$ cat config.mk
export PLATFORM = sky130hd
export DESIGN_NAME = oc_ctrl
export DESIGN_NICKNAME = d
export VERILOG_FILES = /design/src/design/oc_pkg.sv /design/src/design/oc_ctrl.sv
export SDC_FILE = /design/constraint.sdc
export NUM_CORES = 1
export LEC_CHECK = 0
export BUFFER_PORTS_ARGS = -buffer_cell sky130_fd_sc_hd__buf_2
export CAP_MARGIN = 20
export CORE_AREA = 2 2 559 561
export DETAILED_ROUTE_END_ITERATION = 6
export DIE_AREA = 0 0 561 563
export MAX_ROUTING_LAYER = met4
export SLEW_MARGIN = 0
export SYNTH_ARGS = -nofsm -noshare
export SYNTH_HDL_FRONTEND = slang
export SYNTH_SLANG_ARGS = --single-unit
$ cat constraint.sdc
create_clock -name clk -period 3.54 [get_ports clk]
set_clock_uncertainty 0.1 [all_clocks]
set_input_delay 1.062 -clock clk [delete_from_list [all_inputs] [get_ports clk]]
set_output_delay 1.062 -clock clk [all_outputs]
set_load 0.05 [all_outputs]
$ cat src/design/oc_pkg.sv
package oc_pkg;

    localparam int N_WARPS     = 4;
    localparam int N_ARCH_REGS = 8;
    localparam int N_BANKS     = 4;   // fixed because the mapping below relies on it
    localparam int N_ROWS      = 8;
    localparam int N_COLL      = 4;
    localparam int LANE_W      = 32;

    typedef logic [$clog2(N_WARPS)-1:0]     warp_id_t;
    typedef logic [$clog2(N_ARCH_REGS)-1:0] reg_id_t;
    typedef logic [$clog2(N_BANKS)-1:0]     bank_id_t;
    typedef logic [$clog2(N_ROWS)-1:0]      row_id_t;
    typedef logic [$clog2(N_COLL)-1:0]      coll_id_t;

    typedef enum logic [3:0] {
        ALU_ADD = 4'd0,
        ALU_SUB = 4'd1,
        ALU_AND = 4'd2,
        ALU_OR  = 4'd3,
        ALU_XOR = 4'd4,
        ALU_SLL = 4'd5,
        ALU_SRL = 4'd6,
        ALU_MUL = 4'd7
    } alu_op_e;

    typedef enum logic [1:0] {
        IDLE    = 2'd0,
        COLLECT = 2'd1,
        READY   = 2'd2
    } coll_state_e;

    typedef struct packed {
        warp_id_t    warp;
        reg_id_t     src1;
        logic        src1_valid;
        reg_id_t     src2;
        logic        src2_valid;
        reg_id_t     dst;
        logic [15:0] imm;
        logic        imm_valid;
        alu_op_e     alu_op;
        logic        reg_write;
    } oc_instr_t;

    function automatic bank_id_t bank_of(input warp_id_t w, input reg_id_t r);
        logic [2:0] sum;
        sum = r + w;
        return sum[1:0];   // (reg + warp) mod 4
    endfunction

    function automatic row_id_t row_of(input warp_id_t w, input reg_id_t r);
        return {w, r[2]};   // 2*warp + reg/4
    endfunction

endpackage

$ cat src/design/oc_ctrl.sv
`timescale 1ns/10ps

module oc_ctrl #(
    parameter int LANES = 4
) (
    input  logic                            clk,
    input  logic                            rst,
    input  logic                            in_valid,
    input  logic [oc_pkg::N_COLL-1:0]       ready,
    input  oc_pkg::oc_instr_t               coll_instr [oc_pkg::N_COLL],
    input  logic [LANES*oc_pkg::LANE_W-1:0] coll_opa [oc_pkg::N_COLL],
    input  logic [LANES*oc_pkg::LANE_W-1:0] coll_opb [oc_pkg::N_COLL],
    input  logic                            out_ready,
    output logic                            full,
    output logic [oc_pkg::N_COLL-1:0]       load,
    output logic [oc_pkg::N_COLL-1:0]       unload,
    output logic                            out_valid,
    output oc_pkg::warp_id_t                out_warp,
    output oc_pkg::reg_id_t                 out_dst,
    output oc_pkg::alu_op_e                 out_alu_op,
    output logic                            out_reg_write,
    output logic [LANES*oc_pkg::LANE_W-1:0] out_opa,
    output logic [LANES*oc_pkg::LANE_W-1:0] out_opb
);

    localparam int NC = oc_pkg::N_COLL;
    localparam int CW = $clog2(NC + 1);

    logic [NC-1:0]    busy;
    logic [CW-1:0]    count;          // entries in age queue
    oc_pkg::coll_id_t age_q [NC];     // oldest at 0
    oc_pkg::coll_id_t head;
    oc_pkg::coll_id_t alloc_id;
    oc_pkg::coll_id_t push_idx;
    logic             accept;
    logic             fire;

    assign full      = &busy;
    assign accept    = in_valid && !full;
    assign head      = age_q[0];
    assign out_valid = (count != '0) && ready[head];
    assign fire      = out_valid && out_ready;

    always_comb begin
        alloc_id = '0;
        for (int c = NC - 1; c >= 0; c--) begin
            if (!busy[c]) begin
                alloc_id = oc_pkg::coll_id_t'(c);   // lowest free wins
            end
        end
        load   = '0;
        unload = '0;
        if (accept) begin
            load[alloc_id] = 1'b1;
        end
        if (fire) begin
            unload[head] = 1'b1;
        end
        push_idx = fire ? oc_pkg::coll_id_t'(count - 1'b1) : oc_pkg::coll_id_t'(count);
    end

    always_ff @(posedge clk) begin
        if (rst) begin
            busy  <= '0;
            count <= '0;
        end else begin
            busy  <= (busy | load) & ~unload;
            count <= count + CW'(accept) - CW'(fire);
        end
    end

    always_ff @(posedge clk) begin
        if (fire) begin
            for (int i = 0; i < NC - 1; i++) begin
                age_q[i] <= age_q[i+1];
            end
        end
        if (accept) begin
            age_q[push_idx] <= alloc_id;
        end
    end

    assign out_warp      = coll_instr[head].warp;
    assign out_dst       = coll_instr[head].dst;
    assign out_alu_op    = coll_instr[head].alu_op;
    assign out_reg_write = coll_instr[head].reg_write;
    assign out_opa       = coll_opa[head];
    assign out_opb       = coll_opb[head];

endmodule

==> summary.txt <==
DRC Markers - 0
Max stage delay cell, worst path - mux4_2
Worst setup SP type - flip-flop
Clk network pwr share - 1.1%
Synth cell count leaders - mux4_2 (267), buf_2 (28), buf_1 (19)
Top Ports - 1448
Avg Inst Size Synth - 17.4 µm²
Antenna violations before repair - 485
Syn Inst Count - 409
Initial Utilization - 2.29%
Period minus WS final - 3.42 ns
Max Clk Rate - 0.293 GHz
Final slew viol count - 0
Relative slew slack - 40.4%
CTS buffer count - 3
Worst Path Required - 2.38 ns
Critical path fanouts, max - 37
Number of synthesized flops with an enable pin - 8
Die Wd - 561 µm
Share of layout cells above drive strength 1 - 96.0%
Fill cells - 36579
Remaining global-route overflow - 0
First-pass GRT wire length - 296000 µm
Final WL - 271000 µm
Gate power share - 97.4%
CTS Root Cell - clkbuf_16
Avg WL per Cell - 40.5 µm
Post-CTS Resized - 0
Core area - 310000 µm²
Worst-Margin Slew - 0.900 ns
Vias - 14501
Largest cells by area after synthesis - mux4_2 (85%), edfxtp_1 (3.4%), buf_2 (2.0%), dfxtp_1 (2.0%), buf_1 (1.0%)
Setup repair bufs after CTS - 0
Worst-skew pair later-pin latency - 0.24 ns
Final Hold Slack - 0.421 ns
Synthesized cell area - 7110 µm²
Max cap viols - 0
Die area - 316000 µm²
Detail Placement HPWL - 264000 µm
Synth async-reset ratio - 0%
# hold bufs at CTS - 0
Clock Pin Slew Worst Setup and Hold Paths - 0.05 ns
Status - finished, final reports clean
Top FF cell, synth - edfxtp_1
GP Congestion - 1.01
# rows - 205
CTS tree - built
Initial DRC Count - 1054
Antenna-violating nets left - 0
Layout Utilization - 6.99%
Maximum vdd ir drop - 511 µV
Crit path kind - flip-flop to output port
H-tree Lvls - 1
Vias in the first global route - 12830
Top-count cell post-synth - mux4_2
Average via count per standard cell - 2.16
Critical path arrival - 2.25 ns
RSZ-0062 raised after global routing - false
Distinct cell type count after synthesis - 29
Int Pwr - 5710 µW
Final setup fails - 0
Hold/Removal Path Class - flip-flop to flip-flop
Worst setup EP type - output port
Layout area overhead - 205%
Psw - 14500 µW
TNS Setup - 0 ns
Yosys top cell by area - mux4_2
Sequential share of power - 1.5%
CTS sink count - 15
GRT Overall Usage - 16.9%
LEAKAGE - 0.00777 µW
Max Root-Sink Buffers - 2
Sequential cell area fraction in the yosys report - 5.35%
Largest net degree at the start of global routing - 55
Final hold viol count - 0
#FFs+latches synth - 15
Die Ht - 563 µm
Nets - 2923
Crit-path cells - buf_12, buf_12, buf_4, mux4_2, buf_2
Final worst-path cycle share - 96.5%
Worst path max stage delay - 0.51 ns
Switching Fraction - 71.7%
Post-synth top area share - 84.6%
YS warnings - 0
Post-Syn Nets - 1585
Port Buffers - 1347
Initial DRT Pass Iterations - 7
Pwr dens - 930 nW/µm²
Most used cell, CP - buf_12
flip-flops by register name, indices dropped and copies added, names as in the netlist:
signal and count:
count 3, age_q 8, busy 4
power by group through the flow:
stage | logic [µW] | registers [µW] | clock network, µW
CTS | 20200 | 295 | 226
global route | 20600 | 303 | 238
global placement | 20100 | 298 | 0
floorplan | 11200 | 280 | 0
finish | 19700 | 294 | 221
detailed placement | 20100 | 298 | 0
through the flow:
| step | power, µW | setup WS [ns] | std cells | instance area, µm² |
|---|---|---|---|---|
| after floorplan | 11500 | 0.121 | 409 | 7130 |
| after global placement | 20400 | 0.162 | 5882 | 19600 |
| after detailed placement | 20400 | 0.172 | 5882 | 19600 |
| after CTS | 20700 | 0.0811 | 5886 | 19700 |
| after global routing | 21100 | 0.0331 | 6686 | 21700 |
| final | 20200 | 0.123 | 6702 | 21700 |
path summary, 6_finish.rpt:
path,from,to,slack [ns],depth (start not counted)
setup reg to reg,age_q[0][0],count[2],0.52,13
hold reg to reg,count[2],count[2],0.42,2
setup / recovery,age_q[0][0],out_opb[82],0.12,5
hold / removal,count[2],count[2],0.42,2
final cells by class:
cell class              count  area, µm²  share of cell area (%)
repair buffers           1395       7550                    34.8
multi-input cells         326       6440                    29.7
well taps                4140       5180                    23.9
diodes                    816       2040                    9.41
flip-flops and latches     15        380                    1.75
clock buffers               3       75.1                   0.346
inverters                   6       22.5                   0.104
clock inverters             1       5.00                  0.0231
kinds of logic after synthesis:
family / share of synthesized area, %
AND/OR/NAND/NOR: 2.97
AO/OA/AOI/OAI: 0.387
multiplexers: 85.9
flip-flops: 5.35
buffers and inverters: 4.29
XOR/XNOR: 0.246
adder cells (fa/ha/maj): 0.809
cell usage in the layout (no fill, tap or decap):
| cell type | synthesis | final |
|---|---|---|
| clkinv_2 | 0 | 1 |
| xor2_1 | 1 | 1 |
| buf_12 | 0 | 32 |
| inv_1 | 6 | 6 |
| and2_1 | 1 | 1 |
| nand2b_1 | 2 | 2 |
| a21boi_0 | 1 | 1 |
| nor2b_1 | 4 | 4 |
| fa_1 | 1 | 1 |
| ha_1 | 3 | 3 |
| buf_4 | 0 | 34 |
| nand3_1 | 2 | 2 |
| buf_2 | 28 | 1329 |
| nor3b_2 | 0 | 2 |
| xnor2_1 | 1 | 1 |
| nand4_1 | 6 | 6 |
| nor2_1 | 6 | 6 |
| nor3_2 | 0 | 1 |
| nand4b_1 | 1 | 1 |
| nand2_1 | 7 | 7 |
| clkbuf_16 | 0 | 3 |
| a21oi_1 | 4 | 4 |
| and3_1 | 1 | 1 |
| nand3_2 | 1 | 1 |
| mux2i_1 | 3 | 3 |
| or3_1 | 1 | 1 |
| mux2_2 | 6 | 6 |
| edfxtp_1 | 8 | 8 |
| nor3_1 | 5 | 4 |
| dfxtp_1 | 7 | 7 |
| mux4_2 | 267 | 267 |
| diode_2 | 0 | 816 |
layer usage:
metal | routed length [µm] | track usage (%) | vias up
met5 | 0 | - | -
met4 | 10300 | 4.05 | 0
met3 | 67800 | 17.7 | 644
met2 | 111000 | 24.6 | 1835
met1 | 82100 | 15.0 | 6369
li1 | - | - | 5653
worst max-delay path: cells and delay by family (launching register included):
| family | cells | cell delay [ns] |
|---|---|---|
| buf+inv | 4 | 0.97 |
| mux | 1 | 0.51 |
| flops | 1 | 0.37 |
(Power assumes the default switching activity.)
