--- config.mk ---
export PLATFORM = sky130hd
export DESIGN_NAME = reg_bank_flat
export DESIGN_NICKNAME = d
export VERILOG_FILES = /design/src/design/oc_pkg.sv /design/src/design/rf_port_if.sv /design/src/design/reg_bank.sv /design/src/flat_wrapper.sv
export SDC_FILE = /design/constraint.sdc
export NUM_CORES = 1
export LEC_CHECK = 0
export BUFFER_PORTS_ARGS = -buffer_cell sky130_fd_sc_hd__buf_2
export CAP_MARGIN = 20
export CORE_ASPECT_RATIO = 2
export CORE_UTILIZATION = 55
export CTS_CLUSTER_DIAMETER = 50
export CTS_CLUSTER_SIZE = 25
export DETAILED_ROUTE_END_ITERATION = 10
export PLACE_DENSITY = 0.73
export SYNTH_ARGS = -nofsm -noshare
export SYNTH_HDL_FRONTEND = slang
export SYNTH_SLANG_ARGS = --single-unit
--- constraint.sdc ---
create_clock -name clk -period 4.36 [get_ports clk]
set_input_delay 0.872 -clock clk [delete_from_list [all_inputs] [get_ports clk]]
set_output_delay 0.872 -clock clk [all_outputs]
set_load 0.1 [all_outputs]
--- src/design/oc_pkg.sv ---
package oc_pkg;

    localparam int N_WARPS     = 4;
    localparam int N_ARCH_REGS = 8;
    localparam int N_BANKS     = 4;   // fixed because the mapping below relies on it
    localparam int N_ROWS      = 8;
    localparam int N_COLL      = 4;
    localparam int LANE_W      = 32;

    typedef logic [$clog2(N_WARPS)-1:0]     warp_id_t;
    typedef logic [$clog2(N_ARCH_REGS)-1:0] reg_id_t;
    typedef logic [$clog2(N_BANKS)-1:0]     bank_id_t;
    typedef logic [$clog2(N_ROWS)-1:0]      row_id_t;
    typedef logic [$clog2(N_COLL)-1:0]      coll_id_t;

    typedef enum logic [3:0] {
        ALU_ADD = 4'd0,
        ALU_SUB = 4'd1,
        ALU_AND = 4'd2,
        ALU_OR  = 4'd3,
        ALU_XOR = 4'd4,
        ALU_SLL = 4'd5,
        ALU_SRL = 4'd6,
        ALU_MUL = 4'd7
    } alu_op_e;

    typedef enum logic [1:0] {
        IDLE    = 2'd0,
        COLLECT = 2'd1,
        READY   = 2'd2
    } coll_state_e;

    typedef struct packed {
        warp_id_t    warp;
        reg_id_t     src1;
        logic        src1_valid;
        reg_id_t     src2;
        logic        src2_valid;
        reg_id_t     dst;
        logic [15:0] imm;
        logic        imm_valid;
        alu_op_e     alu_op;
        logic        reg_write;
    } oc_instr_t;

    function automatic bank_id_t bank_of(input warp_id_t w, input reg_id_t r);
        logic [2:0] sum;
        sum = r + w;
        return sum[1:0];   // (reg + warp) mod 4
    endfunction

    function automatic row_id_t row_of(input warp_id_t w, input reg_id_t r);
        return {w, r[2]};   // 2*warp + reg/4
    endfunction

endpackage

--- src/design/rf_port_if.sv ---
`timescale 1ns/10ps

interface rf_port_if #(
    parameter int LANES = 4
);

    logic                          wr_en;
    oc_pkg::row_id_t               wr_row;
    logic [LANES-1:0]              wr_mask;
    logic [LANES*oc_pkg::LANE_W-1:0] wr_data;
    logic                          rd_en;
    oc_pkg::row_id_t               rd_row;
    logic [LANES*oc_pkg::LANE_W-1:0] rd_data;   // one cycle after rd_en

    modport arbiter (
        output wr_en, wr_row, wr_mask, wr_data,
        output rd_en, rd_row,
        input  rd_data
    );

    modport bank (
        input  wr_en, wr_row, wr_mask, wr_data,
        input  rd_en, rd_row,
        output rd_data
    );

endinterface

--- src/design/reg_bank.sv ---
`timescale 1ns/10ps

module reg_bank #(
    parameter int LANES = 4
) (
    input logic clk,
    rf_port_if.bank rf
);

    localparam int W = oc_pkg::LANE_W;

    logic [LANES*W-1:0] mem [oc_pkg::N_ROWS];

    always_ff @(posedge clk) begin
        if (rf.wr_en) begin
            for (int l = 0; l < LANES; l++) begin
                if (rf.wr_mask[l]) begin
                    mem[rf.wr_row][l*W +: W] <= rf.wr_data[l*W +: W];
                end
            end
        end
        if (rf.rd_en) begin
            rf.rd_data <= mem[rf.rd_row];
        end
    end

endmodule

--- src/flat_wrapper.sv ---
// flat-port wrapper written by rule: the top's interface ports become plain ports
module reg_bank_flat 
#(
    parameter int LANES = 4
)
  (clk, rf_wr_en, rf_wr_row, rf_wr_mask, rf_wr_data, rf_rd_en, rf_rd_row, rf_rd_data);
  rf_port_if #(.LANES(LANES)) rf_i ();
  input logic clk;
  input wire logic [$bits(rf_i.wr_en)-1:0] rf_wr_en;
  input wire logic [$bits(rf_i.wr_row)-1:0] rf_wr_row;
  input wire logic [$bits(rf_i.wr_mask)-1:0] rf_wr_mask;
  input wire logic [$bits(rf_i.wr_data)-1:0] rf_wr_data;
  input wire logic [$bits(rf_i.rd_en)-1:0] rf_rd_en;
  input wire logic [$bits(rf_i.rd_row)-1:0] rf_rd_row;
  output wire logic [$bits(rf_i.rd_data)-1:0] rf_rd_data;
  assign rf_i.wr_en = rf_wr_en;
  assign rf_i.wr_row = rf_wr_row;
  assign rf_i.wr_mask = rf_wr_mask;
  assign rf_i.wr_data = rf_wr_data;
  assign rf_i.rd_en = rf_rd_en;
  assign rf_i.rd_row = rf_rd_row;
  assign rf_rd_data = rf_i.rd_data;
  reg_bank #(.LANES(LANES)) u_core (.clk(clk), .rf(rf_i));
endmodule
==> reports/results.tsv, run 1 <==
stage	metric	value	unit
outcome	status	finished, final reports clean	
setup_path	CP top delay family	buffers and inverters	
setup_path	critical path peak fanout	1	
routing	DRC	0	
setup_path	CP startpoint kind	flop	
cells_and_area	post-route cell area	0.0473	mm2
floorplanning	Die X	200	um
sta	Fmax	0.411	GHz
routing	DR iter-0 viols	1192	
setup_path	critical path type	reg -> out	
setup_path	Slowest-stage cell, CP	buf_2	
clocking	CTS Hold Buffers Added	0	
synthesis	synthesized instance count	1651	
synthesis	post-synthesis cell area	0.0430	mm2
power	Leak	15.2	nW
global_routing	total track usage	21.3	%
routing	Antenna Violating Nets Remaining	0	
synthesis	register bit total from synthesis	1152	
job	max-cap violation count	0	
power	Worst IR Drop VDD	0.394	mV
global_routing	first-pass GRT wire length	122000	um
sta	Fin Clk Skew	0.0146	ns
setup_path	CP cell instances	buf_2	
sta	worst-margin pin slew	0.995	ns
cells_and_area	Final nets	2099	
placed_design	pre-CTS setup slack	1.28	ns
routing	final WL	82500	um
clocking	Post-CTS Setup Bufs	0	
min_path	Hold WC Path Type	in -> reg	
routing	TritonRoute pass-1 iters	5	
floorplanning	# rows	144	
cells_and_area	most frequent cells in the layout	edfxtp_1 (1152), buf_2 (264), mux4_2 (184)	
placed_design	global placer's final weighted congestion	0.738	
clocking	CTS tree	built	
synthesis	YS warnings	0	
routing	DR WL/cell	27.4	um
clocking	Num CTS Buffers	55	
floorplanning	number of top-level pins	269	
synthesis	Avg Synthesized Cell Area	26.0	um2
cells_and_area	commonest non-fill, non-tap cell in the layout	edfxtp_1	
cells_and_area	Syn-to-layout area delta	10.2	%
clocking	H-tree levels	2	
clocking	Worst-path clk slew	0.09	ns
sta	crit path time final	2.44	ns
setup_path	Buf/Inv on CP	1	
setup_path	slowest stage delay, CP	0.47	ns
clocking	clock buffer depth	3	
floorplanning	Die Area	0.0793	mm2
clocking	root buf cell	clkbuf_16	
clocking	clk sinks	1152	
power	Power Dens Cells	423	mW/mm2
global_routing	vias in the first global route	19200	
global_routing	total gr overflow	0	
placed_design	Post-DP HPWL	48200	um
floorplanning	die height	397	um
setup_path	Worst EP required	3.49	ns
placed_design	PortBufs	268	
sta	endpoints failing setup	0	
sta	max-slew violation count	0	
sta	Slew HR	33.5	%
setup_path	critical path endpoint category	output port	
clocking	Clk Latency, worst-skew pair	0.64	ns
synthesis	post-synth net total	1792	
placed_design	Placed Area	0.0457	mm2
global_routing	antenna violations before repair	30	
sta	Fin. Hold Viols	0	
routing	DR vias/cell	6.00	
cells_and_area	fill cell count	5246	
floorplanning	Core ar.	0.0771	mm2
sta	worst setup margin	1.92	ns
routing	DR vias	18000	
sta	post-route setup TNS	0	ns
sta	Tcrit/Tclk final	55.9	%
sta	unrepaired setup endpoints after global routing	no	
clocking	cts repair resizes	0	
setup_path	arrival time at the worst endpoint	1.56	ns
cells_and_area	layout cells sized above 1	37.3	%
global_routing	largest net degree at the start of global routing	71	
cells_and_area	final core occ	61.4	%
floorplanning	initial core utilization	55.7	%
synthesis	synth unique cells	19	
synthesis	sequential-to-total area share from yosys stat	80.5	%
-- final cells by class --
cell class	count	area, um2	area share, %
diodes	11	27.5	0.0581
clock buffers	61	1440	3.04
clock inverters	14	173	0.365
multi-input cells	428	7910	16.7
flip-flops and latches	1152	34600	73.1
well taps	1022	1280	2.70
repair buffers	321	1920	4.06
-- cell families after synthesis --
| family | synth area share, % |
|---|---|
| flops | 80.5 |
| mux | 17.4 |
| buf+inv | 1.65 |
| simple gates | 0.454 |
-- through the flow --
| stage | instances | power, mW | hold WS [ns] |
|---|---|---|---|
| final | 3009 | 20.0 | 0.490 |
| after global routing | 3001 | 20.6 | 0.459 |
| after CTS | 2998 | 20.2 | 0.441 |
| after detailed placement | 2923 | 14.5 | 0.731 |
| after global placement | 2919 | 14.5 | 0.718 |
| after floorplan | 1651 | 14.1 | 0.716 |
-- cell usage after synthesis --
library cell	count	area, um2
buf_2	3	15.0
or3_1	1	6.26
nand2_1	4	15.0
clkbuf_4	1	7.51
nand3_1	1	5.00
edfxtp_1	1152	34600
clkbuf_1	13	48.8
nand3b_1	3	22.5
clkbuf_8	13	179
buf_4	1	7.51
mux4_1	72	1890
buf_12	2	40.0
buf_6	7	78.8
or3b_2	3	26.3
mux2_2	128	1440
nor2_1	32	120
buf_8	19	285
buf_1	12	45.0
mux4_2	184	4140
-- report_power, final --
| group | total, mW | internal, mW | switching, mW |
|---|---|---|---|
| Sequential | 12.6 | 12.5 | 0.0814 |
| Combinational | 1.69 | 0.486 | 1.20 |
| Clock | 5.75 | 2.52 | 3.23 |
-- sequential cells by signal, indices dropped and copies added, names as in the netlist --
name	cells
u_core.mem	1024
u_core.rf.rd_data	128
-- final timing paths --
kind / from / end / slack [ns] / cells past startpoint
worst min-delay path: rf_wr_data[17] / u_core.mem[0][17] / 0.49 / 1
worst max register to register: u_core.mem[6][110] / u_core.rf.rd_data[110] / 2.90 / 2
worst min register to register: u_core.mem[7][41] / u_core.rf.rd_data[41] / 0.75 / 2
worst max-delay path: u_core.rf.rd_data[8] / rf_rd_data[8] / 1.92 / 1
-- routing by layer --
| metal | global-route usage (%) | part of all wire, % |
|---|---|---|
| met1 | 27.3 | 38 |
| met2 | 35.9 | 51 |
| met5 | 0 | 0.31 |
| met3 | 5.71 | 7.7 |
| met4 | 5.94 | 2.4 |
Note: power is estimated with default switching activity, not from simulation.
==> inputs of run 2 (changes only) <==
==> constraint.sdc (replaced) <==
create_clock -name clk -period 2.4 [get_ports clk]
set_input_delay 0.48 -clock clk [delete_from_list [all_inputs] [get_ports clk]]
set_output_delay 0.48 -clock clk [all_outputs]
set_load 0.1 [all_outputs]
==> run 2 against run 1 <==
Compared with the run above:
- sequential share of layout area down 1.1 points
- core utilization increased by 0.96 points
- via count grew 0.96%
- sequential power increased by 81%
- power grew 82%
- hold slack worse by 0.40 ns
- clock skew shrank 0.00077 ns
==> reports/results.tsv, run 2 (synthesis results as in run 1) <==
stage	metric	value	unit	change
outcome	status	finished, final reports clean		unchanged
cells_and_area	Syn-to-layout area delta	11.9	%	was 10.2%
routing	DR vias	18200		was 18000
setup_path	Buf/Inv on CP	1		unchanged
clocking	Post-CTS Setup Bufs	0		unchanged
global_routing	total gr overflow	0		unchanged
sta	worst-margin pin slew	0.576	ns	was 0.995 ns
clocking	clk sinks	1152		unchanged
floorplanning	die height	397	um	unchanged
setup_path	slowest stage delay, CP	0.47	ns	about the same
routing	final WL	85200	um	was 82500 um
placed_design	global placer's final weighted congestion	0.729		was 0.738
cells_and_area	Largest register FFs	1024		unchanged
clocking	CTS Hold Buffers Added	0		unchanged
placed_design	Placed Area	0.0464	mm2	was 0.0457 mm2
sta	post-route setup TNS	0	ns	unchanged
global_routing	vias in the first global route	19500		was 19200
floorplanning	number of top-level pins	269		unchanged
sta	Fmax	0.486	GHz	
setup_path	CP endpoint	rf_rd_data[7]		was rf_rd_data[8]
routing	DRC	0		unchanged
floorplanning	Die X	200	um	unchanged
setup_path	critical path type	reg -> out		unchanged
cells_and_area	biggest registers after layout	u_core.mem (1024), u_core.rf.rd_data (128)		unchanged
cells_and_area	post-route cell area	0.0481	mm2	was 0.0473 mm2
sta	Slew HR	61.9	%	was 33.5%
placed_design	Post-DP HPWL	48800	um	was 48200 um
routing	DR vias/cell	6.00		about the same
clocking	CTS tree	built		unchanged
routing	Antenna Violating Nets Remaining	0		unchanged
setup_path	critical path peak fanout	1		unchanged
setup_path	critical path endpoint category	output port		unchanged
sta	unrepaired setup endpoints after global routing	no		unchanged
cells_and_area	Final nets	2125		was 2099
sta	crit path time final	2.06	ns	
setup_path	CP startpoint kind	flop		unchanged
clocking	Clk Latency, worst-skew pair	0.65	ns	was 0.64 ns
setup_path	Levels on crit path	1		unchanged
setup_path	worst reg2reg path depth	2		unchanged
global_routing	first-pass GRT wire length	125000	um	was 122000 um
clocking	clock buffer depth	3		unchanged
floorplanning	# rows	144		unchanged
sta	endpoints failing setup	0		unchanged
placed_design	PortBufs	268		unchanged
floorplanning	initial core utilization	55.7	%	unchanged
global_routing	antenna violations before repair	24		was 30
setup_path	FF-to-FF End	u_core.rf.rd_data[79]		was u_core.rf.rd_data[110]
cells_and_area	Top reg by flops	u_core.mem		unchanged
power	Power Dens Cells	759	mW/mm2	was 423 mW/mm2
setup_path	Worst EP required	1.92	ns	was 3.49 ns
cells_and_area	most frequent cells in the layout	edfxtp_1 (1152), buf_2 (264), mux4_2 (184)		unchanged
clocking	cts repair resizes	0		unchanged
sta	Fin. Hold Viols	0		unchanged
power	Leak	15.5	nW	was 15.2 nW
clocking	Worst-path clk slew	0.09	ns	about the same
global_routing	largest net degree at the start of global routing	42		was 71
power	Worst IR Drop VDD	0.807	mV	was 0.394 mV
floorplanning	Die Area	0.0793	mm2	unchanged
sta	Hold Slack	0.0883	ns	was 0.490 ns
floorplanning	Core ar.	0.0771	mm2	unchanged
sta	max-slew violation count	0		unchanged
setup_path	CP top delay family	buffers and inverters		unchanged
cells_and_area	fill cell count	5227		was 5246
clocking	Num CTS Buffers	55		unchanged
clocking	H-tree levels	2		unchanged
job	max-cap violation count	0		unchanged
clocking	root buf cell	clkbuf_16		unchanged
routing	DR iter-0 viols	1155		was 1192
global_routing	total track usage	22.0	%	was 21.3%
cells_and_area	layout cells sized above 1	38.0	%	was 37.3%
sta	Fin Clk Skew	0.0138	ns	was 0.0146 ns
routing	DR WL/cell	28.0	um	was 27.4 um
cells_and_area	commonest non-fill, non-tap cell in the layout	edfxtp_1		unchanged
routing	TritonRoute pass-1 iters	5		unchanged
setup_path	worst flop-to-flop path startpoint	u_core.mem[1][79]		was u_core.mem[6][110]
sta	Tcrit/Tclk final	85.7	%	
setup_path	arrival time at the worst endpoint	1.58	ns	was 1.56 ns
setup_path	Critical path origin	u_core.rf.rd_data[7]		was u_core.rf.rd_data[8]
min_path	Hold WC Path Type	in -> reg		unchanged
setup_path	Slowest-stage cell, CP	buf_2		unchanged
setup_path	reg-to-reg slack, setup	0.94	ns	was 2.90 ns
setup_path	CP cell instances	buf_2		unchanged
## run 2: changes by cell type in the layout (fill, tap and decap cells not counted), sizes merged
cell,previous run,this run
inv,4,2
buf,321,345
clkinv,7,13
clkinvlp,1,0
diode,11,13
## run 2: stage by stage
| step | utilization, % | cells | power (mW) | worst slack [ns] |
|---|---|---|---|---|
| after global placement | 60.2 | 2949 | 26.4 | 0.194 |
| after CTS | 62.3 | 3025 | 36.8 | 0.296 |
| final | 62.4 | 3038 | 36.5 | 0.342 |
| after floorplan | - | 1651 | 25.5 | -0.375 |
| after global routing | 62.3 | 3030 | 37.5 | 0.311 |
| after detailed placement | 60.2 | 2949 | 26.5 | 0.183 |
## run 2: how the worst min path moves through the flow
stage | start | slack, ns | endpoint | depth (start not counted)
3_5_place_dp | u_core.mem[7][53] | 0.73 | u_core.rf.rd_data[53] | 2
6_report | rf_wr_data[15] | 0.09 | u_core.mem[7][15] | 1
4_1_cts | rf_wr_data[13] | 0.04 | u_core.mem[3][13] | 1
5_1_grt | rf_wr_data[13] | 0.07 | u_core.mem[6][13] | 1
3_3_place_gp | u_core.mem[7][42] | 0.72 | u_core.rf.rd_data[42] | 2
2_1_floorplan | rf_wr_data[0] | 0.58 | u_core.mem[0][0] | 0
## run 2: routing by layer
layer	track usage (%)	up-vias	part of all wire (%)
met5	0	-	0.22
met4	6.00	28	2.2
met3	4.52	127	6.6
met2	37.8	535	52
met1	28.6	9767	39
li1	-	7763	-
## run 2: area by class of cell
cell class | count | area (um2) | area share (%)
sequential | 1152 | 34600 | 71.9
antenna | 13 | 32.5 | 0.0677
tap | 1022 | 1280 | 2.66
timing repair buffer | 347 | 2650 | 5.51
clock inverter | 17 | 186 | 0.388
multi-input combinational | 428 | 7910 | 16.5
clock buffer | 59 | 1430 | 2.98
## run 2: power breakdown
group / total, mW / switching, mW / internal [mW]
Clock: 10.5 / 5.93 / 4.56
Combinational: 3.16 / 2.20 / 0.965
Sequential: 22.8 / 0.159 / 22.7
