===== config.mk =====
export PLATFORM = sky130hd
export DESIGN_NAME = collector_unit_flat
export DESIGN_NICKNAME = d
export VERILOG_FILES = /design/src/design/oc_pkg.sv /design/src/design/opnd_if.sv /design/src/design/collector_unit.sv /design/src/flat_wrapper.sv
export SDC_FILE = /design/constraint.sdc
export NUM_CORES = 1
export LEC_CHECK = 0
export ABC_CLOCK_PERIOD_IN_PS = 2200
export BUFFER_PORTS_ARGS = -buffer_cell sky130_fd_sc_hd__buf_2
export CORE_AREA = 2 2 231 233
export CTS_CLUSTER_SIZE = 28
export DETAILED_ROUTE_END_ITERATION = 10
export DIE_AREA = 0 0 233 235
export GPL_TIMING_DRIVEN = 0
export PLACE_DENSITY = 0.45
export SLEW_MARGIN = 40
export SYNTH_ARGS = -nofsm -noshare
export SYNTH_HDL_FRONTEND = slang
export SYNTH_SLANG_ARGS = --single-unit

===== constraint.sdc =====
create_clock -name clk -period 2.2 [get_ports clk]
set_input_delay 0.44 -clock clk [delete_from_list [all_inputs] [get_ports clk]]
set_output_delay 0.44 -clock clk [all_outputs]
set_load 0.03 [all_outputs]

===== src/design/oc_pkg.sv =====
package oc_pkg;

    localparam int N_WARPS     = 4;
    localparam int N_ARCH_REGS = 8;
    localparam int N_BANKS     = 4;   // fixed because the mapping below relies on it
    localparam int N_ROWS      = 8;
    localparam int N_COLL      = 4;
    localparam int LANE_W      = 32;

    typedef logic [$clog2(N_WARPS)-1:0]     warp_id_t;
    typedef logic [$clog2(N_ARCH_REGS)-1:0] reg_id_t;
    typedef logic [$clog2(N_BANKS)-1:0]     bank_id_t;
    typedef logic [$clog2(N_ROWS)-1:0]      row_id_t;
    typedef logic [$clog2(N_COLL)-1:0]      coll_id_t;

    typedef enum logic [3:0] {
        ALU_ADD = 4'd0,
        ALU_SUB = 4'd1,
        ALU_AND = 4'd2,
        ALU_OR  = 4'd3,
        ALU_XOR = 4'd4,
        ALU_SLL = 4'd5,
        ALU_SRL = 4'd6,
        ALU_MUL = 4'd7
    } alu_op_e;

    typedef enum logic [1:0] {
        IDLE    = 2'd0,
        COLLECT = 2'd1,
        READY   = 2'd2
    } coll_state_e;

    typedef struct packed {
        warp_id_t    warp;
        reg_id_t     src1;
        logic        src1_valid;
        reg_id_t     src2;
        logic        src2_valid;
        reg_id_t     dst;
        logic [15:0] imm;
        logic        imm_valid;
        alu_op_e     alu_op;
        logic        reg_write;
    } oc_instr_t;

    function automatic bank_id_t bank_of(input warp_id_t w, input reg_id_t r);
        logic [2:0] sum;
        sum = r + w;
        return sum[1:0];   // (reg + warp) mod 4
    endfunction

    function automatic row_id_t row_of(input warp_id_t w, input reg_id_t r);
        return {w, r[2]};   // 2*warp + reg/4
    endfunction

endpackage


===== src/design/opnd_if.sv =====
`timescale 1ns/10ps

interface opnd_if #(
    parameter int LANES = 4
);

    logic [1:0]                      req;   // bit 0 src1, bit 1 src2
    oc_pkg::bank_id_t                req_bank [2];
    oc_pkg::row_id_t                 req_row [2];
    logic [1:0]                      grant;
    logic [1:0]                      fill;  // one cycle after grant
    logic [LANES*oc_pkg::LANE_W-1:0] fill_data [2];

    modport collector (
        output req, req_bank, req_row,
        input  grant, fill, fill_data
    );

    modport arbiter (
        input  req, req_bank, req_row,
        output grant, fill, fill_data
    );

endinterface


===== src/design/collector_unit.sv =====
`timescale 1ns/10ps

module collector_unit #(
    parameter int LANES = 4
) (
    input  logic                            clk,
    input  logic                            rst,
    input  logic                            load,
    input  oc_pkg::oc_instr_t               instr,
    input  logic                            unload,
    output logic                            ready,
    output oc_pkg::oc_instr_t               held_instr,
    output logic [LANES*oc_pkg::LANE_W-1:0] opa,
    output logic [LANES*oc_pkg::LANE_W-1:0] opb,
    opnd_if.collector                       opnd
);

    localparam int DW = LANES * oc_pkg::LANE_W;

    oc_pkg::coll_state_e      state;
    logic [1:0]               req_q;
    logic [1:0]               need;
    logic [1:0]               need_next;
    oc_pkg::bank_id_t         bank_q [2];
    oc_pkg::row_id_t          row_q [2];
    logic [DW-1:0]            slot_data [2];
    logic [oc_pkg::LANE_W-1:0] imm_ext;

    assign need_next     = need & ~opnd.fill;
    assign opnd.req      = req_q;
    assign opnd.req_bank = bank_q;
    assign opnd.req_row  = row_q;
    assign ready         = (state == oc_pkg::READY);

    always_ff @(posedge clk) begin
        if (rst) begin
            state <= oc_pkg::IDLE;
            req_q <= '0;
            need  <= '0;
        end else begin
            case (state)
                oc_pkg::IDLE: begin
                    if (load) begin
                        state <= oc_pkg::COLLECT;
                        req_q <= {instr.src2_valid, instr.src1_valid};
                        need  <= {instr.src2_valid, instr.src1_valid};
                    end
                end
                oc_pkg::COLLECT: begin
                    req_q <= req_q & ~opnd.grant;   // granted slot drops next edge
                    need  <= need_next;
                    if (need_next == 2'b00) begin
                        state <= oc_pkg::READY;
                    end
                end
                oc_pkg::READY: begin
                    if (unload) begin
                        state <= oc_pkg::IDLE;
                    end
                end
                default: state <= oc_pkg::IDLE;
            endcase
        end
    end

    always_ff @(posedge clk) begin
        if (load && state == oc_pkg::IDLE) begin
            held_instr <= instr;
            bank_q[0]  <= oc_pkg::bank_of(instr.warp, instr.src1);
            bank_q[1]  <= oc_pkg::bank_of(instr.warp, instr.src2);
            row_q[0]   <= oc_pkg::row_of(instr.warp, instr.src1);
            row_q[1]   <= oc_pkg::row_of(instr.warp, instr.src2);
        end
        for (int s = 0; s < 2; s++) begin
            if (opnd.fill[s]) begin
                slot_data[s] <= opnd.fill_data[s];
            end
        end
    end

    assign imm_ext = {{(oc_pkg::LANE_W-16){held_instr.imm[15]}}, held_instr.imm};

    assign opa = held_instr.src1_valid ? slot_data[0] : '0;
    assign opb = held_instr.src2_valid ? slot_data[1] :
                 held_instr.imm_valid  ? {LANES{imm_ext}} : '0;   // imm in every lane

endmodule


===== src/flat_wrapper.sv =====
// flat-port wrapper written by rule: the top's interface ports become plain ports
module collector_unit_flat 
#(
    parameter int LANES = 4
)
  (clk, rst, load, instr, unload, ready, held_instr, opa, opb, opnd_req, opnd_req_bank, opnd_req_row, opnd_grant, opnd_fill, opnd_fill_data);
  opnd_if #(.LANES(LANES)) opnd_i ();
  input  logic clk;
  input  logic rst;
  input  logic load;
  input  oc_pkg::oc_instr_t instr;
  input  logic unload;
  output logic ready;
  output oc_pkg::oc_instr_t held_instr;
  output logic [LANES*oc_pkg::LANE_W-1:0] opa;
  output logic [LANES*oc_pkg::LANE_W-1:0] opb;
  output wire logic [$bits(opnd_i.req)-1:0] opnd_req;
  output wire logic [$bits(opnd_i.req_bank)-1:0] opnd_req_bank;
  output wire logic [$bits(opnd_i.req_row)-1:0] opnd_req_row;
  input wire logic [$bits(opnd_i.grant)-1:0] opnd_grant;
  input wire logic [$bits(opnd_i.fill)-1:0] opnd_fill;
  input wire logic [$bits(opnd_i.fill_data)-1:0] opnd_fill_data;
  assign opnd_req = opnd_i.req;
  assign opnd_req_bank = {>>{opnd_i.req_bank}};
  assign opnd_req_row = {>>{opnd_i.req_row}};
  assign opnd_i.grant = opnd_grant;
  assign opnd_i.fill = opnd_fill;
  assign opnd_i.fill_data = {>>{opnd_fill_data}};
  collector_unit #(.LANES(LANES)) u_core (.clk(clk), .rst(rst), .load(load), .instr(instr), .unload(unload), .ready(ready), .held_instr(held_instr), .opa(opa), .opb(opb), .opnd(opnd_i));
endmodule

==> results.md, run 1 <==
- Met2 wire length: 20,900 um
- Met3 wire length: roughly 4000 um
- Total vias in the final route: approximately 8,400
- Slew @ Worst Pin: roughly 0.57 ns
- Row cnt: 84
- Crit start category: flop
- Most frequent cells in the layout: buf_2, edfxtp_1, buf_6
- Peak VDD IR: approximately 0.56 mV
- DRT antenna net count: 0
- Tmin final: about 2.3 ns
- Crit path depth: 7
- H-tree level count: 2
- CTS Hold Buffers Added: 0
- Routability Congestion: a little over 0.8
- Area of the core: 0.0522 sq mm
- CTS clk-pin slew, worst paths: 0.06 ns
- Worst relative slew slack: 0.622
- Worst Reg2Reg Path Length in Cells: 4
- DIE HEIGHT: 235 um
- Final period util: 1.06
- WS Path Type: flop to output pin
- Post-DR vias/cell: 4.05
- Mapped Area: 0.0113 sq mm
- Synth warn: 0
- Total global routing overflow: 0
- Crit path max-delay family: buffers and inverters
- Critical-path cell list: nor2b_2, buf_6, nand2_8, buf_12, clkbuf_16, nand2_8, buf_6
- CP endpoint: opb[126]
- Vias in the first global route: just under 9,000
- Drt pass-1 iters: 4
- WL met1: between 10,000 and 15,000 um
- Setup crit start: u_core.held_instr[25]
- Slew Limit Fails: 0
- Maxcap violations: 0
- Clk buf depth: 3
- Seq/Total Area, Yosys: 0.793
- Number of filler cells placed in the layout: between 5,000 and 6,000
- Max stage delay on crit path: around 0.43 ns
- Placed insts: 2,005
- Hold crit path type: primary input to flop
- PnR worst setup slack: -0.140 ns
- Area delta synth->final: 61.3%
- IO Pins: between 600 and 700
- Critical hold path startpoint: opnd_fill_data[7]
- R2R Setup Slk: between 0.6 and 0.7 ns
- Finished Cell Area: approximately 0.018 sq mm
- # nets final: about 1,700
- 1st-iter DRT viols: ~260
- Status: finished with violations
- Simple-Gate Fraction of Synth Area: 0.127
- Unrepaired setup endpoints after global routing: yes
- Post-Route WL: just over 40,000 um
- Worst-Skew Late Latency: approximately 0.54 ns
- Die width: around 230 um
- P_leak: 0.00791 uW
- Placed Area: between 0.015 and 0.02 sq mm
- Crit-path slowest cell: edfxtp_1
- Layout cells sized above 1: 0.559
- Global-route wire length before repair: 57,300 um
- Setup TNS: -9.05 ns
- Sink Count: 301
- Final std cells w/o fill: approximately 2,100
- Failing checks: setup timing
- Reg2reg end: u_core.held_instr[29]
- Worst Path Arrival: 1.90 ns
- Adder-Cell Fraction of Synth Area: 0.00221
- Root buffer cell: clkbuf_16
- Compound-cell area share of the yosys netlist: 0.0522
- Wire per inst: just under 20 um
- Largest family of logic cells by synthesized area: simple AND/OR/NAND/NOR gates
- #FFs+latches synth: about 300
- Fmax: 0.427 GHz
- Port bufs: about 600
- Highest Signal Layer: met5
- Final Skew: 0.0114 ns
- Setup violators final: 100
- CTS tree: built
- Fin. Hold Viols: 0
- Crit end category: output pin
- Worst EP required: approximately 1.8 ns
- Syn Inst Count: slightly above 700
- Reg2reg start: u_core.state[1]
- Power Density: ~860 mW/mm^2
- Post-Synth XOR/XNOR Area: 0.00310
- Unique masters post-synth: 23
- Most common cell after layout, fill and taps aside: buf_2
- Critical Path Fanout Max: 7
- Worst path buffer plus inverter count: 4
- DP Wirelength: approximately 30,000 um
- Starting density of the core: 0.217
- Largest net degree at the start of global routing: 73
- Initial antenna violation count: 13
- Die Footprint: 0.0548 sq mm
- Post-synthesis mux area share: 0
- Syn Area/Cell: about 16 sq um
- CTS buffer count: 37
- GR Util All Layers: 0.141
- # DRC: 0
- Syn_nets: 1,013
-- logic make-up after synthesis --
| logic type | count (synthesis) |
|---|---|
| AOI/OAI and AO/OA | 71 |
| xor gates and xnor gates | 4 |
| DFF | 301 |
| buffers and inverters | 49 |
| adders and majority gates | 2 |
| and+or+nand+nor | 285 |
-- where the power goes --
part,switching (uW),internal [uW]
sequential,157,6810
clock,2330,3310
combinational,1860,1260
total,4350,11400
-- state kept, by name, indices dropped and copies added (netlist names) --
signal                flops
u_core.slot_data        256
u_core.held_instr        33
u_core.opnd.req_bank      4
u_core.need               2
u_core.opnd.req           2
u_core.opnd.req_row       2
u_core.state              2
-- metal layers --
| layer | vias up | GRT usage |
|---|---|---|
| li1 | 3899 | - |
| met4 | 6 | 0.0459 |
| met2 | 423 | 0.248 |
| met1 | 4051 | 0.151 |
| met5 | - | 0 |
| met3 | 67 | 0.0596 |
-- layout make-up --
cell class	instances	area, sq um	share of cell area
sequential	301	8980	0.492
timing repair buffer	621	4330	0.237
multi-input combinational	362	2430	0.133
clock buffer	44	995	0.0545
tap	688	861	0.0472
buffer	47	539	0.0295
clock inverter	14	95.1	0.00521
antenna	7	17.5	0.000960
inverter	1	6.26	0.000343
-- metrics by stage --
step | hold WS, ns | setup slack [ns] | utilization | power [uW]
2_1_floorplan | 0.449 | 0.326 | - | 8490
3_5_place_dp | 0.484 | 0.129 | 0.293 | 9610
6_report | 0.0751 | -0.140 | 0.349 | 15700
3_3_place_gp | 0.475 | -1.18 | 0.291 | 9600
5_1_grt | 0.0327 | -0.207 | 0.349 | 16400
4_1_cts | 0.0209 | -0.174 | 0.337 | 15800
-- worst min path at each step --
stage,cells past startpoint,end,slack [ns]
floorplan,2,u_core.need[0],0.45
global placement,2,u_core.need[0],0.48
detailed placement,2,u_core.opnd.req[0],0.48
CTS,1,u_core.slot_data[0][202],0.02
global route,1,u_core.slot_data[0][138],0.03
finish,1,u_core.slot_data[0][135],0.08
-- cells in the mapped netlist, drive strengths merged --
master / number / area (sq um)
ha: 2 / 25.0
a21oi: 1 / 5.00
nor2b: 11 / 68.8
edfxtp: 295 / 8860
a22o: 60 / 526
xnor2: 4 / 35.0
inv: 1 / 3.75
dfxtp: 6 / 120
a31oi: 4 / 25.0
nand2b: 1 / 6.26
o21ai: 5 / 25.0
nand3b: 2 / 15.0
nor2: 1 / 3.75
clkbuf: 16 / 60.1
o21ba: 1 / 10.0
nor3b: 1 / 7.51
buf: 32 / 189
nand2: 141 / 532
and2: 128 / 801
-- repair_timing --
action | in CTS | in global routing
pin swaps | 2 | 4
endpoints found under the setup margin | 248 | 224
resized for setup | 376 | 195
endpoints found under the hold margin | 0 | 0
gates cloned | 2 | 2
buffers inserted | 9 | 3
No activity file was read; power rests on OpenSTA's default activity.
==> run 2: changes to the inputs <==
Settings changed: CAP_MARGIN set to 30, CORE_AREA 2 2 231 233 to 2 2 236 238, DIE_AREA 0 0 233 235 to 0 0 238 240, PLACE_DENSITY 0.45 to 0.43.
==> run 2 against run 1 <==
The run still ends with setup timing left. Hold slack about the same. Sequential share of layout area increased by 1.0 points. Utilization decreased by 2.2 points. Global-route usage decreased by 0.48 points. Die area increased by 4.3%. Via count decreased by 0.20%. Flip-flop and latch count unchanged. Register-to-register slack improved by 0.04 ns. Sequential power about the same. Clock power about the same. Critical path type unchanged. Largest power group unchanged. Highest routed layer unchanged.
==> results.md, run 2 (synthesis results as in run 1) <==
- Status: finished with violations
- Failing checks: setup timing
- Final Skew: between 0.008 and 0.009 ns
- Post-DR vias/cell: 4.01
- Number of filler cells placed in the layout: 5,529
- Final std cells w/o fill: between 2,000 and 2,500
- Total vias in the final route: approximately 8,400
- Clk buf depth: 3
- Hold path depth: 1
- Port bufs: 602
- Root buffer cell: clkbuf_16
- # nets final: approximately 1,700
- Sink Count: roughly 300
- Drt pass-1 iters: 4
- DIE HEIGHT: between 200 and 250 um
- Wire per inst: roughly 19 um
- Vias in the first global route: approximately 8,900
- Setup violators final: 98
- Slew @ Worst Pin: 0.567 ns
- Placed insts: just over 2,000
- 1st-iter DRT viols: 320
- Critical Path Fanout Max: 10
- Hold crit path type: primary input to flop
- Unrepaired setup endpoints after global routing: yes
- Slew Limit Fails: 0
- Tmin final: ~2.3 ns
- Fin. Hold Viols: 0
- Worst Reg2Reg Path Length in Cells: 4
- Most flop-heavy register: u_core.slot_data
- Total global routing overflow: 0
- CTS buffer count: 37
- R2R Setup Slk: approximately 0.72 ns
- # DRC: 0
- Largest net degree at the start of global routing: 69
- CTS clk-pin slew, worst paths: 0.06 ns
- Reg2reg start: u_core.state[1]
- WHS Endpoint: u_core.slot_data[0][193]
- P_leak: ~0.0078 uW
- Final period util: 1.05
- Row cnt: 86
- CTS tree: built
- Worst relative slew slack: 0.622
- Peak VDD IR: ~0.59 mV
- Reg2reg end: u_core.held_instr[23]
- Critical hold path startpoint: opnd_fill_data[65]
- Die Footprint: between 0.05 and 0.06 sq mm
- Initial antenna violation count: 10
- Area of the core: 0.0547 sq mm
- Most frequent cells in the layout: buf_2, edfxtp_1, and2_1
- PnR worst setup slack: -0.109 ns
- Layout cells sized above 1: 0.544
- Maxcap violations: 0
- Worst path buffer plus inverter count: 4
- Critical-path cell list: nor2b_4, buf_6, buf_12, buf_12, a22o_4, buf_6
- Max stage delay on crit path: 0.39 ns
- Power Density: about 870 mW/mm^2
- Die width: 238 um
- Routability Congestion: around 0.81
- Worst Path Arrival: between 1.5 and 2 ns
- Most common cell after layout, fill and taps aside: buf_2
- H-tree level count: 2
- Starting density of the core: 0.207
- Area delta synth->final: 58.1%
- Worst EP required: 1.76 ns
- Global-route wire length before repair: between 50,000 and 60,000 um
- Fmax: 0.433 GHz
- Crit start category: flop
- Post-Route WL: ~40,000 um
- Finished Cell Area: about 0.018 sq mm
- Placed Area: ~0.015 sq mm
- GR Util All Layers: 0.136
- Worst-Skew Late Latency: roughly 0.54 ns
- Max reg flops: ~260
- Crit end category: output pin
- WS Path Type: flop to output pin
- Crit-path slowest cell: edfxtp_1
- DRT antenna net count: 0
- DP Wirelength: between 30,000 and 40,000 um
- WHS: between 0.07 and 0.08 ns
- Crit path max-delay family: buffers and inverters
- IO Pins: 603
run 2: cell count changes in the layout (fill, tap and decap cells not counted), moves of 4 or more:
cell / before / now
buf_2: 428 / 472
clkinv_1: 5 / 15
nand2_4: 31 / 25
buf_12: 8 / 12
buf_4: 44 / 36
a22o_4: 1 / 5
and2_1: 121 / 128
nand2_1: 91 / 100
clkinv_2: 6 / 2
a22o_1: 59 / 55
buf_8: 15 / 8
clkbuf_4: 4 / 23
and2_4: 7 / 0
buf_6: 163 / 107
run 2: worst max path at each step:
stage,startpoint,end,depth (start not counted)
3_3_place_gp,opnd_fill[1],u_core.state[1],4
5_1_grt,u_core.held_instr[25],opb[97],6
4_1_cts,u_core.held_instr[5],opb[7],6
6_report,u_core.held_instr[5],opb[3],6
3_5_place_dp,u_core.held_instr[25],opb[123],5
2_1_floorplan,load,u_core.held_instr[0],3
run 2: power breakdown:
part | switching, uW | internal (uW) | total, uW | leakage (uW)
registers | 155 | 6810 | 6960 | 0.00293
clock network | 2390 | 3210 | 5610 | 0.000528
logic | 1840 | 1160 | 3000 | 0.00435
total | 4390 | 11200 | 15600 | 0.00781
run 2: worst reg2reg max path: stages, from the launching register on:
cell	delay, ns
dfxtp_1	0.37
nor2b_1	0.24
nand2b_1	0.16
inv_4	0.11
buf_12	0.21
run 2: cell type report:
| type | instances | area [sq um] | area share |
|---|---|---|---|
| clock buffers | 45 | 998 | 0.0558 |
| diodes | 5 | 12.5 | 0.000700 |
| flip-flops and latches | 301 | 8980 | 0.502 |
| well taps | 704 | 881 | 0.0492 |
| clock inverters | 21 | 98.8 | 0.00553 |
| repair buffers | 617 | 4010 | 0.224 |
| plain buffers | 48 | 523 | 0.0292 |
| multi-input cells | 362 | 2370 | 0.133 |
| inverters | 1 | 6.26 | 0.000350 |
run 2: metal layers:
layer | vias up | GRT usage | routed length, um
met3 | 65 | 0.0638 | 4610
met5 | - | 0 | 62
met4 | 8 | 0.0496 | 1070
met1 | 4043 | 0.142 | 14600
li1 | 3893 | - | -
met2 | 420 | 0.239 | 20500
run 2: repair_timing:
| item | in CTS | in global routing |
|---|---|---|
| resized for setup | 319 | 103 |
| cloned | 4 | 0 |
| buffers inserted | 5 | 2 |
| endpoints found under the setup margin | 248 | 242 |
| hold buffers | 0 | 0 |
| endpoints found under the hold margin | 0 | 0 |
| pin swaps | 2 | 2 |
run 2: per-stage QoR:
step,power (uW),TNS (ns),worst slack [ns],util
after floorplan,8490,0,0.326,-
after global routing,16200,-18.01,-0.194,0.327
after global placement,9600,-271.41,-1.24,0.278
after CTS,15800,-11.95,-0.160,0.321
after detailed placement,9620,-0.0153,-0.0106,0.280
final,15600,-6.02,-0.109,0.327
==> run 3: changes to the inputs <==
Settings changed: ABC_CLOCK_PERIOD_IN_PS 2200 to 2390, BUFFER_PORTS_ARGS -buffer_cell sky130_fd_sc_hd__buf_2 to not set, CORE_AREA 2 2 236 238 to 2 2 234 236, DIE_AREA 0 0 238 240 to 0 0 236 238, DONT_BUFFER_PORTS set to 1, PLACE_DENSITY 0.43 to 0.34.
Clock period 2.2 ns to 2.39 ns, I/O delays scaled along.
==> run 3 against run 2 <==
The flow still finishes with violations (setup timing). Global-route usage grew 0.36 points. Largest cell class unchanged. Largest power group unchanged. Clock-buffer cell count up 4. Via count down 13%. Clock skew is 0.0087 ns higher.
==> results.md, run 3 (synthesis results as in run 1) <==
- Drt pass-1 iters: 6
- Fmax: around 0.39 GHz
- Max reg flops: between 200 and 300
- GR Util All Layers: 0.140
- Switch Pwr: slightly above 4000 uW
- Initial antenna violation count: 7
- Crit start category: flop
- P_leak: 0.00681 uW
- Post-DR vias/cell: 4.15
- Hold path depth: 0
- Reg2reg end: u_core.state[1]
- WHS: approximately 0.043 ns
- # nets final: approximately 1,300
- DIE HEIGHT: roughly 240 um
- Crit end category: output pin
- Total global routing overflow: 0
- Unrepaired setup endpoints after global routing: yes
- PnR worst setup slack: -0.206 ns
- Worst EP required: between 1.5 and 2 ns
- Peak VDD IR: 0.506 mV
- Most common cell after layout, fill and taps aside: edfxtp_1
- Worst-Skew Late Latency: around 0.55 ns
- Critical Path Fanout Max: 7
- Layout cells sized above 1: 0.367
- # DRC: 0
- Starting density of the core: 0.212
- Post-Route WL: approximately 40,000 um
- Power, Total: between 10,000 and 15,000 uW
- Vias in the first global route: between 7,000 and 8,000
- Area of the core: 0.0535 sq mm
- Area delta synth->final: 60.0%
- R2R Setup Slk: ~0.90 ns
- Sequential cell area: between 0.008 and 0.009 sq mm
- Critical hold path startpoint: opnd_fill_data[57]
- Slew Limit Fails: 0
- Tmin final: 2.60 ns
- Row cnt: between 80 and 90
- Number of filler cells placed in the layout: around 5,200
- DP Wirelength: roughly 28,000 um
- Sequential share of power: 0.449
- Status: finished with violations
- Sink Count: ~300
- Int Pwr: ~11,000 uW
- Gate power share: 0.168
- Die width: 236 um
- Maxcap violations: 0
- Final period util: 1.09
- Reg2reg start: u_core.state[1]
- 1st-iter DRT viols: between 300 and 400
- Global-route wire length before repair: around 57,000 um
- Setup crit start: u_core.held_instr[25]
- Die Footprint: approximately 0.056 sq mm
- Final std cells w/o fill: around 1,800
- Power Density: just over 800 mW/mm^2
- H-tree level count: 2
- Routability Congestion: 0.763
- Worst Reg2Reg Path Length in Cells: 3
- Placed insts: roughly 1,400
- Largest net degree at the start of global routing: 131
- CTS tree: built
- DRT antenna net count: 0
- Slew @ Worst Pin: 0.765 ns
- Clk buf depth: 3
- Root buffer cell: clkbuf_16
- Hold crit path type: primary input to flop
- CTS clk-pin slew, worst paths: roughly 0.06 ns
- Switching Fraction: 0.277
- Worst Path Arrival: ~2.1 ns
- Multi-input logic area: roughly 0.0035 sq mm
- Worst relative slew slack: 0.490
- Most frequent cells in the layout: edfxtp_1, dlygate4sd3_1, and2_4
- Final Skew: 0.0176 ns
- Port bufs: 0
- IO Pins: about 600
- Setup violators final: ~260
- Setup WS pre-CTS: -0.143 ns
- Fin. Hold Viols: 0
- Finished Cell Area: between 0.015 and 0.02 sq mm
- Wire per inst: roughly 23 um
- Total vias in the final route: about 7,300
- CTS buffer count: 38
- Most flop-heavy register: u_core.slot_data
- Placed Area: approximately 0.012 sq mm
- Clock power share: 0.382
- Failing checks: setup timing
- WS Path Type: flop to output pin
- WHS Endpoint: u_core.slot_data[0][185]
[run 3: cell types whose count changed in the layout (fill, tap and decap cells not counted), moves of 21 or more]
cell	previous run	this run
buf_2	472	3
a22o_4	5	55
and2_4	0	128
clkbuf_4	23	2
a22o_1	55	0
and2_1	128	0
dlygate4sd3_1	0	248
nand2_1	100	73
buf_6	107	10
nand2_8	1	23
[run 3: final cells by class]
type,instances,share of cell area
diodes,5,0.000691
repair buffers,283,0.167
inverters,1,0.000345
multi-input cells,362,0.191
well taps,696,0.0481
clock buffers,49,0.0560
plain buffers,43,0.0298
clock inverters,19,0.0105
flip-flops and latches,301,0.496
[run 3: per-layer routing]
layer	wire [um]	part of all wire	GRT usage
met1	15800	0.38	0.162
met2	21600	0.53	0.243
met3	2680	0.065	0.0406
met4	1100	0.027	0.0535
met5	13	0.00032	0
[run 3: how the worst max path moves through the flow]
stage                                 end  slack (ns)  depth (start not counted)
finish                           opb[111]       -0.21                          6
global route                     opb[111]       -0.32                          6
CTS                                opb[1]       -0.29                          5
detailed placement               opb[119]       -0.14                          4
global placement    u_core.held_instr[34]       -0.27                          3
floorplan            u_core.held_instr[0]        0.48                          3
[run 3: repair_timing]
| action | 4_1_cts | 5_1_grt |
|---|---|---|
| pin swaps | 18 | 13 |
| hold buffers | 248 | 0 |
| hold endpoints to repair | 252 | 0 |
| setup buffers | 13 | 5 |
| cloned | 14 | 4 |
| gates resized for setup | 599 | 41 |
| endpoints found under the setup margin | 256 | 256 |
[run 3: power groups by stage]
stage,clock network [uW],logic (uW),registers [uW]
6_report,5600,2470,6590
5_1_grt,5990,2570,6630
4_1_cts,5800,2450,6590
3_5_place_dp,0,1520,6650
3_3_place_gp,0,1520,6650
2_1_floorplan,0,1250,6570
[run 3: stage by stage]
step,util,setup TNS [ns]
after floorplan,-,0
after global placement,0.228,-11.36
after detailed placement,0.228,-1.37
after CTS,0.335,-46.91
after global routing,0.339,-53.74
final,0.339,-30.76
[run 3: worst max-delay path, cell delays in order (launching register included)]
cell	delay, ns
edfxtp_1	0.62
nor2b_1	0.19
buf_4	0.18
nand2_8	0.09
buf_12	0.20
clkbuf_16	0.19
nand2_8	0.09
